[src/verilog/rvCtrl_consts.svh]
`ifndef RVCTRL_CONSTS_SVH
`define RVCTRL_CONSTS_SVH

`define RV_XLEN         32

// major opcodes kept by the decoder
`define RV_OP_LOAD      7'b0000011
`define RV_OP_STORE     7'b0100011
`define RV_OP_IMM       7'b0010011
`define RV_OP_REG       7'b0110011
`define RV_OP_BRANCH    7'b1100011
`define RV_OP_JAL       7'b1101111
`define RV_OP_JALR      7'b1100111

`define RV_IMM_I        3'b000
`define RV_IMM_S        3'b001
`define RV_IMM_B        3'b010
`define RV_IMM_J        3'b011

`define RV_ALU_ADD      4'b0000
`define RV_ALU_SUB      4'b0001
`define RV_ALU_SLL      4'b0010
`define RV_ALU_SLT      4'b0011
`define RV_ALU_SLTU     4'b0100
`define RV_ALU_XOR      4'b0101
`define RV_ALU_SRL      4'b0110
`define RV_ALU_SRA      4'b0111
`define RV_ALU_OR       4'b1000
`define RV_ALU_AND      4'b1001

`endif

[src/verilog/rvCtrlPkg.sv]
`include "rvCtrl_consts.svh"

package rvCtrlPkg;

    typedef struct packed {
        logic [6:0] funct7;
        logic [4:0] rs2;
        logic [4:0] rs1;
        logic [2:0] funct3;
        logic [4:0] rd;
        logic [6:0] opcode;
    } rType_s;

    typedef struct packed {
        logic [11:0] imm12;
        logic [4:0]  rs1;
        logic [2:0]  funct3;
        logic [4:0]  rd;
        logic [6:0]  opcode;
    } iType_s;

    typedef struct packed {
        logic [6:0] immHi;
        logic [4:0] rs2;
        logic [4:0] rs1;
        logic [2:0] funct3;
        logic [4:0] immLo;
        logic [6:0] opcode;
    } sType_s;

    typedef struct packed {
        logic       imm12;
        logic [5:0] imm10to5;
        logic [4:0] rs2;
        logic [4:0] rs1;
        logic [2:0] funct3;
        logic [3:0] imm4to1;
        logic       imm11;
        logic [6:0] opcode;
    } bType_s;

    typedef struct packed {
        logic       imm20;
        logic [9:0] imm10to1;
        logic       imm11;
        logic [7:0] imm19to12;
        logic [4:0] rd;
        logic [6:0] opcode;
    } jType_s;

    // one fetched word, seen through every format
    typedef union packed {
        logic [`RV_XLEN-1:0] raw;
        rType_s              rType;
        iType_s              iType;
        sType_s              sType;
        bType_s              bType;
        jType_s              jType;
    } instrWord_u;

    typedef enum logic [2:0] {
        immI = `RV_IMM_I,
        immS = `RV_IMM_S,
        immB = `RV_IMM_B,
        immJ = `RV_IMM_J
    } immSrc_e;

    typedef enum logic [3:0] {
        aluAdd  = `RV_ALU_ADD,
        aluSub  = `RV_ALU_SUB,
        aluSll  = `RV_ALU_SLL,
        aluSlt  = `RV_ALU_SLT,
        aluSltu = `RV_ALU_SLTU,
        aluXor  = `RV_ALU_XOR,
        aluSrl  = `RV_ALU_SRL,
        aluSra  = `RV_ALU_SRA,
        aluOr   = `RV_ALU_OR,
        aluAnd  = `RV_ALU_AND
    } aluOp_e;

endpackage

[src/verilog/instrLatch.sv]
`timescale 1ns/100ps
`include "rvCtrl_consts.svh"

module instrLatch (
    input  logic                    clk,
    input  logic                    arstN,
    input  logic [`RV_XLEN-1:0]     instrIn,
    input  logic                    instrValid,

    output rvCtrlPkg::instrWord_u   instr,
    output logic                    latchValid
);

    logic [`RV_XLEN-1:0] instrQ;

    always_ff @(posedge clk or negedge arstN) begin
        if (!arstN) begin
            instrQ     <= '0;
            latchValid <= 1'b0;
        end else begin
            if (instrValid) begin
                instrQ <= instrIn;        // word register loads only on a strobe
            end
            latchValid <= instrValid;     // one cycle behind the strobe
        end
    end

    assign instr.raw = instrQ;            // decoders pick their own view

    // a strobed word must be fully driven
    aKnownWord: assert property (@(posedge clk) disable iff (!arstN)
                                 instrValid |-> !$isunknown(instrIn))
        else $error("instrLatch: unknown instruction word on a strobe");

endmodule

[src/verilog/mainDecoder.sv]
`timescale 1ns/100ps
`include "rvCtrl_consts.svh"

module mainDecoder (
    input  rvCtrlPkg::instrWord_u   instr,

    output logic                    RegWrite,
    output rvCtrlPkg::immSrc_e      ImmSrc,
    output logic                    ALUSrc,
    output logic                    MemWrite,
    output logic                    ResultSrc,
    output logic                    Branch,
    output logic [1:0]              ALUOp,
    output logic [1:0]              J,
    output logic                    illegal
);

    import rvCtrlPkg::*;

    logic [6:0] opcode;

    assign opcode = instr.rType.opcode;

    always_comb begin
        // safe defaults that each entry below overrides
        RegWrite  = 1'b0;
        ImmSrc    = immI;
        ALUSrc    = 1'b0;
        MemWrite  = 1'b0;
        ResultSrc = 1'b0;
        Branch    = 1'b0;
        ALUOp     = 2'b00;
        J         = 2'b00;
        illegal   = 1'b0;
        case (opcode)
            `RV_OP_LOAD: begin
                RegWrite  = 1'b1;
                ALUSrc    = 1'b1;
                ResultSrc = 1'b1;             // data memory
            end
            `RV_OP_STORE: begin
                ImmSrc    = immS;
                ALUSrc    = 1'b1;
                MemWrite  = 1'b1;
            end
            `RV_OP_IMM: begin
                RegWrite  = 1'b1;
                ALUSrc    = 1'b1;
                ALUOp     = 2'b10;
            end
            `RV_OP_REG: begin
                RegWrite  = 1'b1;
                ALUOp     = 2'b10;
            end
            `RV_OP_BRANCH: begin
                ImmSrc    = immB;
                Branch    = 1'b1;
                ALUOp     = 2'b01;            // compare by subtract
            end
            `RV_OP_JAL: begin
                RegWrite  = 1'b1;
                ImmSrc    = immJ;
                J         = 2'b01;
            end
            `RV_OP_JALR: begin
                RegWrite  = 1'b1;
                ALUSrc    = 1'b1;
                ALUOp     = 2'b10;            // funct3 is 000, so add
                J         = 2'b10;
            end
            default: begin
                illegal   = 1'b1;             // lui, auipc, fence, system too
            end
        endcase
    end

endmodule

[src/verilog/aluDecoder.sv]
`timescale 1ns/100ps
`include "rvCtrl_consts.svh"

module aluDecoder (
    input  rvCtrlPkg::instrWord_u   instr,
    input  logic [1:0]              ALUOp,

    output rvCtrlPkg::aluOp_e       aluCtrl
);

    import rvCtrlPkg::*;

    logic [6:0] opcode;
    logic [2:0] funct3;
    logic       funct7b5;
    logic       isOpReg;
    logic       isOpImm;

    assign opcode   = instr.rType.opcode;
    assign funct3   = instr.rType.funct3;
    assign funct7b5 = instr.rType.funct7[5];
    assign isOpReg  = (opcode == `RV_OP_REG);
    assign isOpImm  = (opcode == `RV_OP_IMM);

    always_comb begin
        aluCtrl = aluAdd;
        case (ALUOp)
            2'b00: aluCtrl = aluAdd;      // address calc
            2'b01: aluCtrl = aluSub;      // branch compare
            2'b10: begin
                case (funct3)
                    3'b000: begin
                        // bit 30 is immediate data for addi
                        if (isOpReg && funct7b5) begin
                            aluCtrl = aluSub;
                        end else begin
                            aluCtrl = aluAdd;
                        end
                    end
                    3'b001: aluCtrl = aluSll;
                    3'b010: aluCtrl = aluSlt;
                    3'b011: aluCtrl = aluSltu;
                    3'b100: aluCtrl = aluXor;
                    3'b101: begin
                        if ((isOpReg || isOpImm) && funct7b5) begin
                            aluCtrl = aluSra;
                        end else begin
                            aluCtrl = aluSrl;
                        end
                    end
                    3'b110: aluCtrl = aluOr;
                    3'b111: aluCtrl = aluAnd;
                    default: aluCtrl = aluAdd;
                endcase
            end
            default: aluCtrl = aluAdd;    // unused class
        endcase
    end

endmodule

[src/verilog/immExtend.sv]
`timescale 1ns/100ps
`include "rvCtrl_consts.svh"

module immExtend (
    input  rvCtrlPkg::instrWord_u   instr,
    input  rvCtrlPkg::immSrc_e      ImmSrc,

    output logic [`RV_XLEN-1:0]     immExt
);

    import rvCtrlPkg::*;

    logic [`RV_XLEN-1:0] immIVal;
    logic [`RV_XLEN-1:0] immSVal;
    logic [`RV_XLEN-1:0] immBVal;
    logic [`RV_XLEN-1:0] immJVal;

    // sign always comes from bit 31, whatever the view calls it
    assign immIVal = {{20{instr.iType.imm12[11]}}, instr.iType.imm12};

    assign immSVal = {{20{instr.sType.immHi[6]}}, instr.sType.immHi, instr.sType.immLo};

    assign immBVal = {{19{instr.bType.imm12}},
                      instr.bType.imm12,
                      instr.bType.imm11,
                      instr.bType.imm10to5,
                      instr.bType.imm4to1,
                      1'b0};                      // halfword aligned

    assign immJVal = {{11{instr.jType.imm20}},
                      instr.jType.imm20,
                      instr.jType.imm19to12,
                      instr.jType.imm11,
                      instr.jType.imm10to1,
                      1'b0};

    always_comb begin
        case (ImmSrc)
            immI:    immExt = immIVal;
            immS:    immExt = immSVal;
            immB:    immExt = immBVal;
            immJ:    immExt = immJVal;
            default: immExt = '0;
        endcase
    end

    // the main decoder only ever selects one of the four formats
    always_comb begin
        aLegalSrc: assert final (ImmSrc inside {immI, immS, immB, immJ})
            else $error("immExtend: bad ImmSrc %b", ImmSrc);
    end

endmodule

[src/verilog/ctrlStage.sv]
`timescale 1ns/100ps
`include "rvCtrl_consts.svh"

module ctrlStage (
    input  logic                    clk,
    input  logic                    arstN,
    input  logic                    latchValid,

    input  logic                    RegWriteDec,
    input  rvCtrlPkg::immSrc_e      ImmSrcDec,
    input  logic                    ALUSrcDec,
    input  logic                    MemWriteDec,
    input  logic                    ResultSrcDec,
    input  logic                    BranchDec,
    input  logic [1:0]              JDec,
    input  rvCtrlPkg::aluOp_e       aluCtrlDec,
    input  logic [`RV_XLEN-1:0]     immExtDec,
    input  logic                    illegalDec,

    output logic                    RegWrite,
    output rvCtrlPkg::immSrc_e      ImmSrc,
    output logic                    ALUSrc,
    output logic                    MemWrite,
    output logic                    ResultSrc,
    output logic                    Branch,
    output logic [1:0]              J,
    output rvCtrlPkg::aluOp_e       aluCtrl,
    output logic [`RV_XLEN-1:0]     immExt,
    output logic                    illegal,
    output logic                    ctrlValid
);

    import rvCtrlPkg::*;

    always_ff @(posedge clk or negedge arstN) begin
        if (!arstN) begin
            RegWrite  <= 1'b0;
            ImmSrc    <= immI;
            ALUSrc    <= 1'b0;
            MemWrite  <= 1'b0;
            ResultSrc <= 1'b0;
            Branch    <= 1'b0;
            J         <= 2'b00;
            aluCtrl   <= aluAdd;
            immExt    <= '0;
            illegal   <= 1'b0;
            ctrlValid <= 1'b0;
        end else begin
            ctrlValid <= latchValid;
            if (latchValid) begin                 // hold between pulses
                RegWrite  <= RegWriteDec;
                ImmSrc    <= ImmSrcDec;
                ALUSrc    <= ALUSrcDec;
                MemWrite  <= MemWriteDec;
                ResultSrc <= ResultSrcDec;
                Branch    <= BranchDec;
                J         <= JDec;
                aluCtrl   <= aluCtrlDec;
                immExt    <= immExtDec;
                illegal   <= illegalDec;
            end
        end
    end

    // a latched instruction must decode to known control
    aKnownCtrl: assert property (@(posedge clk) disable iff (!arstN)
                                 latchValid |-> !$isunknown({RegWriteDec, ImmSrcDec,
                                                            ALUSrcDec, MemWriteDec,
                                                            ResultSrcDec, BranchDec,
                                                            JDec, aluCtrlDec,
                                                            immExtDec, illegalDec}))
        else $error("ctrlStage: unknown control for a latched instruction");

endmodule

[src/verilog/rvCtrlTop.sv]
`timescale 1ns/100ps
`include "rvCtrl_consts.svh"

module rvCtrlTop (
    input  logic                    clk,
    input  logic                    arstN,
    input  logic [`RV_XLEN-1:0]     instrIn,
    input  logic                    instrValid,

    output logic                    RegWrite,
    output rvCtrlPkg::immSrc_e      ImmSrc,
    output logic                    ALUSrc,
    output logic                    MemWrite,
    output logic                    ResultSrc,
    output logic                    Branch,
    output logic [1:0]              J,
    output rvCtrlPkg::aluOp_e       aluCtrl,
    output logic [`RV_XLEN-1:0]     immExt,
    output logic                    illegal,
    output logic                    ctrlValid
);

    import rvCtrlPkg::*;

    instrWord_u          instr;
    logic                latchValid;
    logic                RegWriteDec;
    immSrc_e             ImmSrcDec;
    logic                ALUSrcDec;
    logic                MemWriteDec;
    logic                ResultSrcDec;
    logic                BranchDec;
    logic [1:0]          ALUOp;           // class only, stays in here
    logic [1:0]          JDec;
    logic                illegalDec;
    aluOp_e              aluCtrlDec;
    logic [`RV_XLEN-1:0] immExtDec;

    instrLatch uLatch (
        .clk        (clk),
        .arstN      (arstN),
        .instrIn    (instrIn),
        .instrValid (instrValid),
        .instr      (instr),
        .latchValid (latchValid)
    );

    mainDecoder uMainDec (
        .instr     (instr),
        .RegWrite  (RegWriteDec),
        .ImmSrc    (ImmSrcDec),
        .ALUSrc    (ALUSrcDec),
        .MemWrite  (MemWriteDec),
        .ResultSrc (ResultSrcDec),
        .Branch    (BranchDec),
        .ALUOp     (ALUOp),
        .J         (JDec),
        .illegal   (illegalDec)
    );

    aluDecoder uAluDec (
        .instr   (instr),
        .ALUOp   (ALUOp),
        .aluCtrl (aluCtrlDec)
    );

    immExtend uImmExt (
        .instr  (instr),
        .ImmSrc (ImmSrcDec),
        .immExt (immExtDec)
    );

    ctrlStage uCtrl (
        .clk          (clk),
        .arstN        (arstN),
        .latchValid   (latchValid),
        .RegWriteDec  (RegWriteDec),
        .ImmSrcDec    (ImmSrcDec),
        .ALUSrcDec    (ALUSrcDec),
        .MemWriteDec  (MemWriteDec),
        .ResultSrcDec (ResultSrcDec),
        .BranchDec    (BranchDec),
        .JDec         (JDec),
        .aluCtrlDec   (aluCtrlDec),
        .immExtDec    (immExtDec),
        .illegalDec   (illegalDec),
        .RegWrite     (RegWrite),
        .ImmSrc       (ImmSrc),
        .ALUSrc       (ALUSrc),
        .MemWrite     (MemWrite),
        .ResultSrc    (ResultSrc),
        .Branch       (Branch),
        .J            (J),
        .aluCtrl      (aluCtrl),
        .immExt       (immExt),
        .illegal      (illegal),
        .ctrlValid    (ctrlValid)
    );

endmodule

[config.mk]
export PLATFORM = sky130hd
export DESIGN_NAME = rvCtrlTop
export DESIGN_NICKNAME = d
export VERILOG_FILES = /design/src/verilog/rvCtrlPkg.sv /design/src/verilog/instrLatch.sv /design/src/verilog/mainDecoder.sv /design/src/verilog/aluDecoder.sv /design/src/verilog/immExtend.sv /design/src/verilog/ctrlStage.sv /design/src/verilog/rvCtrlTop.sv
export VERILOG_INCLUDE_DIRS = /design/src /design/src/verilog
export SDC_FILE = /design/constraint.sdc
export NUM_CORES = 1
export LEC_CHECK = 0
export BUFFER_PORTS_ARGS = -buffer_cell sky130_fd_sc_hd__buf_4
export CORE_AREA = 2 2 113 60
export DETAILED_ROUTE_END_ITERATION = 8
export DIE_AREA = 0 0 115 62
export PLACE_DENSITY = 0.73
export SYNTH_ARGS = -nofsm -noshare
export SYNTH_HDL_FRONTEND = slang
export SYNTH_SLANG_ARGS = --single-unit
[constraint.sdc]
create_clock -name clk -period 3.53 [get_ports clk]
set_clock_uncertainty 0.05 [all_clocks]
set_input_delay 0.353 -clock clk [delete_from_list [all_inputs] [get_ports clk]]
set_output_delay 0.353 -clock clk [all_outputs]
set_load 0.02 [all_outputs]
==> results of run 1 <==
worst max-delay path, stage by stage, from the launching register on:
cell,delay (ns)
dfrtp_1,0.45
nand4b_1,0.26
nor3_1,0.41
a21o_1,0.15
inv_1,0.04
ha_1,0.17
nand2b_1,0.07
a21oi_1,0.08
a2111oi_0,0.45
nor2_1,0.09
routing by layer:
| layer | vias up | track usage |
|---|---|---|
| met1 | 1038 | 0.2664 |
| met3 | 13 | 0.08923 |
| met4 | 0 | 0.07401 |
| li1 | 1019 | - |
| met5 | - | 0 |
| met2 | 76 | 0.2504 |
final timing paths:
kind                                          end        startpoint  slack (ns)  cells after the start
worst max-delay path             uCtrl.aluCtrl[0]   uLatch.instr[4]        1.18                      9
worst min-delay path                 uCtrl.ALUSrc             arstN        0.08                      1
worst max register to register   uCtrl.aluCtrl[0]   uLatch.instr[4]        1.18                      9
worst min register to register   uLatch.instr[27]  uLatch.instr[27]        0.45                      1
max in group asynchronous       uLatch.latchValid             arstN        2.72                      1
min in group clk                 uLatch.instr[31]       instrIn[31]        0.19                      3
per-stage QoR:
stage / power [mW] / util / std cells
after floorplan: 1.150 / - / 259
after global placement: 1.281 / 0.5675 / 395
after detailed placement: 1.289 / 0.5675 / 395
after CTS: 2.217 / 0.6171 / 411
after global routing: 2.298 / 0.6171 / 411
final: 2.185 / 0.6171 / 411
where the power goes:
part,internal [mW],total [mW],switching (mW)
clock,0.603,0.911,0.308
sequential,0.867,0.939,0.0720
combinational,0.164,0.336,0.172
total,1.63,2.19,0.552
final cells by class:
class,count,area (sq um),share of cell area
timing repair buffer,82,615.6,0.1582
tap,80,100.1,0.02572
multi-input combinational,151,1086,0.2791
sequential,69,1728,0.4441
clock inverter,3,42.54,0.01093
inverter,13,48.80,0.01254
clock buffer,13,270.3,0.06945
kinds of logic (layout without fill, tap and decap cells):
family | after synthesis | after routing
AO/OA/AOI/OAI | 51 | 51
adder cells (fa/ha/maj) | 2 | 2
buffers and inverters | 39 | 111
flip-flops | 69 | 69
multiplexers | 43 | 43
other | 1 | 1
AND/OR/NAND/NOR | 54 | 54
placed cells by master (no fill, tap or decap), types with 5 or more instances in the layout:
master / synthesis / routed
dfrtp_1: 69 / 68
o21ai_0: 8 / 8
nand2_1: 11 / 11
inv_1: 12 / 12
mux2_2: 39 / 39
clkbuf_16: 0 / 9
nor2_1: 20 / 20
nor3_1: 5 / 5
a21oi_1: 28 / 28
buf_4: 13 / 82
state kept, by name, summed over array words and instances (netlist names), 2 cells and up:
| name | count |
|---|---|
| uLatch.instr | 32 |
| uCtrl.immExt | 21 |
| uCtrl.aluCtrl | 4 |
| uCtrl.ImmSrc | 2 |
| uCtrl.J | 2 |
==> out/qor.csv, run 1 <==
stage,metric,value,unit
run_status,status,finished clean,
route,routedWlPerCell,15.21,um
timing,hold_violations,0,
clocking,clk_latency,0.33,ns
clocking,cts_sinks,69,
placement,portBuffers,81,
timing,grt_setup_unrepaired,no,
power_and_ir_drop,p_per_area,561.6,mW/mm^2
clocking,numCtsBuffers,9,
route,wl_met2,2547,um
route,postRouteAntennaNets,0,
critical_path,path_max_fanout,8,
route,routedLengthMet1,3082,um
synthesis,yosys.area_share.simple,0.09129,
synthesis,synth_common_cells,"69 x dfrtp_1, 39 x mux2_2, 28 x a21oi_1",
timing,tightest_slew,1.039,ns
final_layout,area_growth,29.05,%
route,met3WireLength,514,um
synthesis,synthesis.nets,296,
global_routing,gr-total-overflow,0,
synthesis,synth-edff-count,0,
timing,hold-worst-slack,0.08246,ns
synthesis,synthDistinctLibCells,39,
route,drc,0,
final_layout,fin_area,0.003891,sq mm
clocking,clk_pin_slew_worst_paths,0.05,ns
synthesis,synth-adder-area-share,0.008299,
route,drt_iter0_drc,126,
placement,gp_congestion,0.7986,
final_layout,nFillCells,527,
final_layout,antenna_cells,0,
critical_path,cp-end-kind,register,
clocking,clockBufferDepth,2,
route,via_per_inst,5.221,
timing,slew_headroom,0.3075,
clocking,cts_tree,yes,
global_routing,grt_pass1_vias,1999,
clocking,cts_hold_buf,0,
placement,placed_area,0.003578,sq mm
timing,layout_worst_path_cycle_share,0.6646,
timing,timing.final.ws_setup,1.184,ns
power_and_ir_drop,vdd_drop_max,0.3817,mV
synthesis,async_reset_ff_frac,1.000,
power_and_ir_drop,p_leak,1.794,nW
clocking,cts_root_buf,clkbuf_16,
floorplan,die_x,115,um
critical_path,path_class,register to register,
synthesis,yosys-top-cells-area,"dfrtp_1 57%, mux2_2 15%, a21oi_1 4.6%",
critical_path,start_kind,register,
clocking,cts_setup_buffers,0,
synthesis,syn_inst,259,
synthesis,synth_top_family_by_area,multiplexers,
synthesis,seq_area_frac_synth,0.5726,
route,highest_layer,met4,
synthesis,ys_ff_latch,69,
global_routing,antenna_found_initial,0,
global_routing,grtUsageTotal,0.1888,
synthesis,synth_top_flop_cell,dfrtp_1,
placement,pre_cts_ws,1.222,ns
synthesis,synth_compound_area_frac,0.1004,
floorplan,initial_utilization,0.4782,
floorplan,num_io_pins,83,
synthesis,synthXorXnorAreaFrac,0,
timing,max_freq,0.4262,GHz
run,maxCapViolations,0,
timing,tns,0,ns
floorplan,chipHeight,62,um
synthesis,yosys_warnings,0,
timing,setup_viol,0,
floorplan,die-area,0.007130,sq mm
placement,place_hpwl,4196,um
floorplan,coreArea,0.006306,sq mm
global_routing,grt_max_degree,70,
critical_path,required,3.68,ns
final_layout,finalNetCount,363,
min_path,hold_class,primary input to asynchronous set/reset pin,
clocking,htree_num_levels,3,
route,wl,6251,um
timing,fin_crit,2.346,ns
route,vias,2146,
synthesis,yosys.area.top_type,dfrtp_1,
synthesis,synth.most_common_cell,dfrtp_1,
clocking,post_cts_resize_count,0,
final_layout,layout-drive-gt1-share,0.4350,
synthesis,synth_top_cell_area_share,0.5726,
timing,slew_violations,0,
route,first_pass_iters,6,
floorplan,num_rows,21,
synthesis,avgSynthCellArea,11.64,sq um
critical_path,arrival,2.49,ns
synthesis,syn_area,0.003015,sq mm
synthesis,muxShareOfSynthArea,0.1589,
global_routing,grt_pass1_wl,9894,um
(Power assumes the default switching activity.)
==> run 2, diff against run 1 <==
Settings changed: ABC_AREA set to 1, CORE_AREA 2 2 113 60 to 2 2 118 63, DIE_AREA 0 0 115 62 to 0 0 120 65, PLACE_DENSITY 0.73 to 0.7.
Clock period 3.53 ns to 1.9 ns, I/O delays scaled along.
==> run 2 against run 1 <==
  * Hold slack got worse by 0.064 ns
  * Die area rose by 9.4%
  * Sequential power rose by 80%
  * Cell area rose by 4.9%
  * Fmax rose by 31%
  * Utilization fell by 2.7 points
  * Cell count rose by 26%
  * Via count rose by 13%
  * Critical endpoint is now uCtrl.aluCtrl[1]
  * Largest cell class unchanged
==> out/qor.csv, run 2 <==
stage,metric,value,unit,change
power_and_ir_drop,vdd_drop_max,0.5570,mV,was 0.3817 mV
synthesis,synth_common_cells,"70 x nand2_1, 69 x dfrtp_1, 43 x o21ai_0",,"was 69 x dfrtp_1, 39 x mux2_2, 28 x a21oi_1"
global_routing,grtUsageTotal,0.1980,,was 0.1888
synthesis,yosys.area_share.simple,0.1873,,was 0.09129
floorplan,initial_utilization,0.4428,,was 0.4782
synthesis,ys_ff_latch,69,,unchanged
synthesis,synthesis.nets,371,,was 296
critical_path,path_max_fanout,4,,was 8
synthesis,async_reset_ff_frac,1.000,,unchanged
route,routedWlPerCell,13.31,um,was 15.21 um
final_layout,fin_util,0.5905,,was 0.6171
power_and_ir_drop,p_leak,2.121,nW,was 1.794 nW
clocking,numCtsBuffers,9,,unchanged
final_layout,regArea,0.001727,sq mm,was 0.001728 sq mm
final_layout,area_growth,33.37,%,was 29.05%
floorplan,num_io_pins,83,,unchanged
route,via_per_inst,4.680,,was 5.221
synthesis,synth_top_flop_cell,dfrtp_1,,unchanged
synthesis,syn_inst,334,,was 259
synthesis,synth-adder-area-share,0.008180,,was 0.008299
timing,hold-worst-slack,0.01837,ns,was 0.08246 ns
min_path,hold_class,primary input to register,,was primary input to asynchronous set/reset pin
global_routing,grt_pass1_vias,2312,,was 1999
synthesis,yosys_warnings,0,,unchanged
route,first_pass_iters,4,,was 6
timing,tns,0,ns,unchanged
final_layout,multi_input_area,0.001060,sq mm,was 0.001086 sq mm
run,maxCapViolations,0,,unchanged
route,drt_iter0_drc,119,,was 126
timing,setup_viol,0,,unchanged
synthesis,synth.most_common_cell,nand2_1,,was dfrtp_1
power_and_ir_drop,p_per_area,967.4,mW/mm^2,was 561.6 mW/mm^2
timing,slew_violations,0,,unchanged
synthesis,muxShareOfSynthArea,0.02209,,was 0.1589
placement,pre_cts_ws,-0.002579,ns,was 1.222 ns
synthesis,yosys.area.top_type,dfrtp_1,,unchanged
clocking,clk_pin_slew_worst_paths,0.05,ns,about the same
power_and_ir_drop,report.power.total,3.947,mW,was 2.185 mW
critical_path,path_class,register to register,,unchanged
critical_path,cp-end-kind,register,,unchanged
final_layout,final_cell_mix,"91 x buf_4, 69 x nand2_1, 69 x dfrtp_1",,"was 82 x buf_4, 68 x dfrtp_1, 39 x mux2_2"
final_layout,nFillCells,597,,was 527
run_status,status,finished clean,,unchanged
placement,portBuffers,81,,unchanged
placement,place_hpwl,4804,um,was 4196 um
floorplan,chipHeight,65,um,was 62 um
timing,hold_violations,0,,unchanged
clocking,cts_root_buf,clkbuf_16,,unchanged
synthesis,synth_top_family_by_area,simple AND/OR/NAND/NOR gates,,was multiplexers
clocking,clockBufferDepth,2,,unchanged
synthesis,synth_compound_area_frac,0.1198,,was 0.1004
route,vias,2415,,was 2146
global_routing,grt_max_degree,47,,was 70
final_layout,final_common_cell,buf_4,,unchanged
synthesis,syn_area,0.003059,sq mm,was 0.003015 sq mm
synthesis,synthXorXnorAreaFrac,0,,unchanged
floorplan,die_x,120,um,was 115 um
floorplan,die-area,0.007800,sq mm,was 0.007130 sq mm
route,drc,0,,unchanged
timing,fin_crit,1.796,ns,was 2.346 ns
synthesis,seq_area_frac_synth,0.5644,,was 0.5726
synthesis,yosys-top-cells-area,"dfrtp_1 56%, nand2_1 8.6%, o21ai_0 7.0%",,"was dfrtp_1 57%, mux2_2 15%, a21oi_1 4.6%"
floorplan,coreArea,0.006909,sq mm,was 0.006306 sq mm
final_layout,largest_register_ffs,32,,unchanged
timing,max_freq,0.5567,GHz,was 0.4262 GHz
synthesis,synthDistinctLibCells,32,,was 39
synthesis,synth_top_cell_area_share,0.5644,,was 0.5726
final_layout,finalNetCount,452,,was 363
critical_path,start_kind,register,,unchanged
route,wl,6868,um,was 6251 um
global_routing,gr-total-overflow,0,,unchanged
placement,gp_congestion,0.8126,,was 0.7986
synthesis,avgSynthCellArea,9.159,sq um,was 11.64 sq um
final_layout,antenna_cells,0,,unchanged
timing,timing.final.ws_setup,0.1036,ns,was 1.184 ns
clocking,cts_tree,yes,,unchanged
global_routing,grt_pass1_wl,11590,um,was 9894 um
clocking,clk_latency,0.33,ns,about the same
clocking,cts_sinks,69,,unchanged
critical_path,arrival,1.99,ns,was 2.49 ns
timing,layout_worst_path_cycle_share,0.9455,,was 0.6646
clocking,htree_num_levels,3,,unchanged
critical_path,required,2.09,ns,was 3.68 ns
final_layout,layout-drive-gt1-share,0.3429,,was 0.4350
floorplan,num_rows,22,,was 21
route,postRouteAntennaNets,0,,unchanged
synthesis,synth-edff-count,0,,unchanged
global_routing,antenna_found_initial,0,,unchanged
## run 2: power breakdown
| part | switching (mW) | leakage, nW | total (mW) | internal, mW |
|---|---|---|---|---|
| Combinational | 0.381 | 1.14 | 0.656 | 0.275 |
| Clock | 0.594 | 0.145 | 1.60 | 1.01 |
| Sequential | 0.0873 | 0.839 | 1.69 | 1.60 |
| Total | 1.06 | 2.12 | 3.95 | 2.88 |
## run 2: final timing paths
path,slack (ns),cells after the start,from,endpoint
min reg2reg,0.43,2,uCtrl.immExt[16],uCtrl.immExt[16]
min in group asynchronous,0.26,2,arstN,uLatch.latchValid
max,0.10,11,uLatch.instr[4],uCtrl.aluCtrl[1]
max in group asynchronous,1.00,3,arstN,uCtrl.ImmSrc[0]
max reg2reg,0.10,11,uLatch.instr[4],uCtrl.aluCtrl[1]
min,0.02,3,instrIn[31],uLatch.instr[31]
## run 2: final cells by class
type	count	share of cell area
clock buffers	9	0.05520
well taps	96	0.02944
flip-flops and latches	69	0.4232
clock inverters	7	0.01625
inverters	39	0.03649
multi-input cells	202	0.2597
repair buffers	94	0.1797
## run 2: through the flow
step	cells	cell area, sq um
floorplan	334	3059
global placement	494	3717
detailed placement	494	3717
CTS	511	4024
global route	516	4080
finish	516	4080
## run 2: routing by layer
layer  vias up  track usage  wire length [um]
met2        68       0.2678              2822
met5         -            0                 0
met1      1125       0.2856              3407
li1       1216            -                 -
met3         6      0.09595               613
met4         0      0.03971                25
## run 2: what timing repair did
item,CTS,global route
endpoints found under the setup margin,1,3
hold endpoints to repair,23,0
buffers inserted,0,5
hold buffers,1,0
gates resized for setup,1,8
pin swaps,0,2
## run 2: cells by family (layout without fill, tap and decap cells)
| logic type | after synthesis | count (layout) |
|---|---|---|
| AOI/OAI and AO/OA | 66 | 66 |
| adders and majority gates | 2 | 2 |
| buffers and inverters | 63 | 149 |
| DFF | 69 | 69 |
| muxes | 6 | 6 |
| other | 1 | 1 |
| and+or+nand+nor | 127 | 127 |
## run 2: worst max-delay path, cell delays in order, from the launching register on
cell,delay [ns]
dfrtp_1,0.41
inv_2,0.09
nand2_2,0.07
inv_2,0.07
nand4_2,0.09
nor2_2,0.18
a21oi_2,0.06
inv_1,0.06
ha_2,0.26
nor2_2,0.12
nand2_1,0.08
o31ai_2,0.16
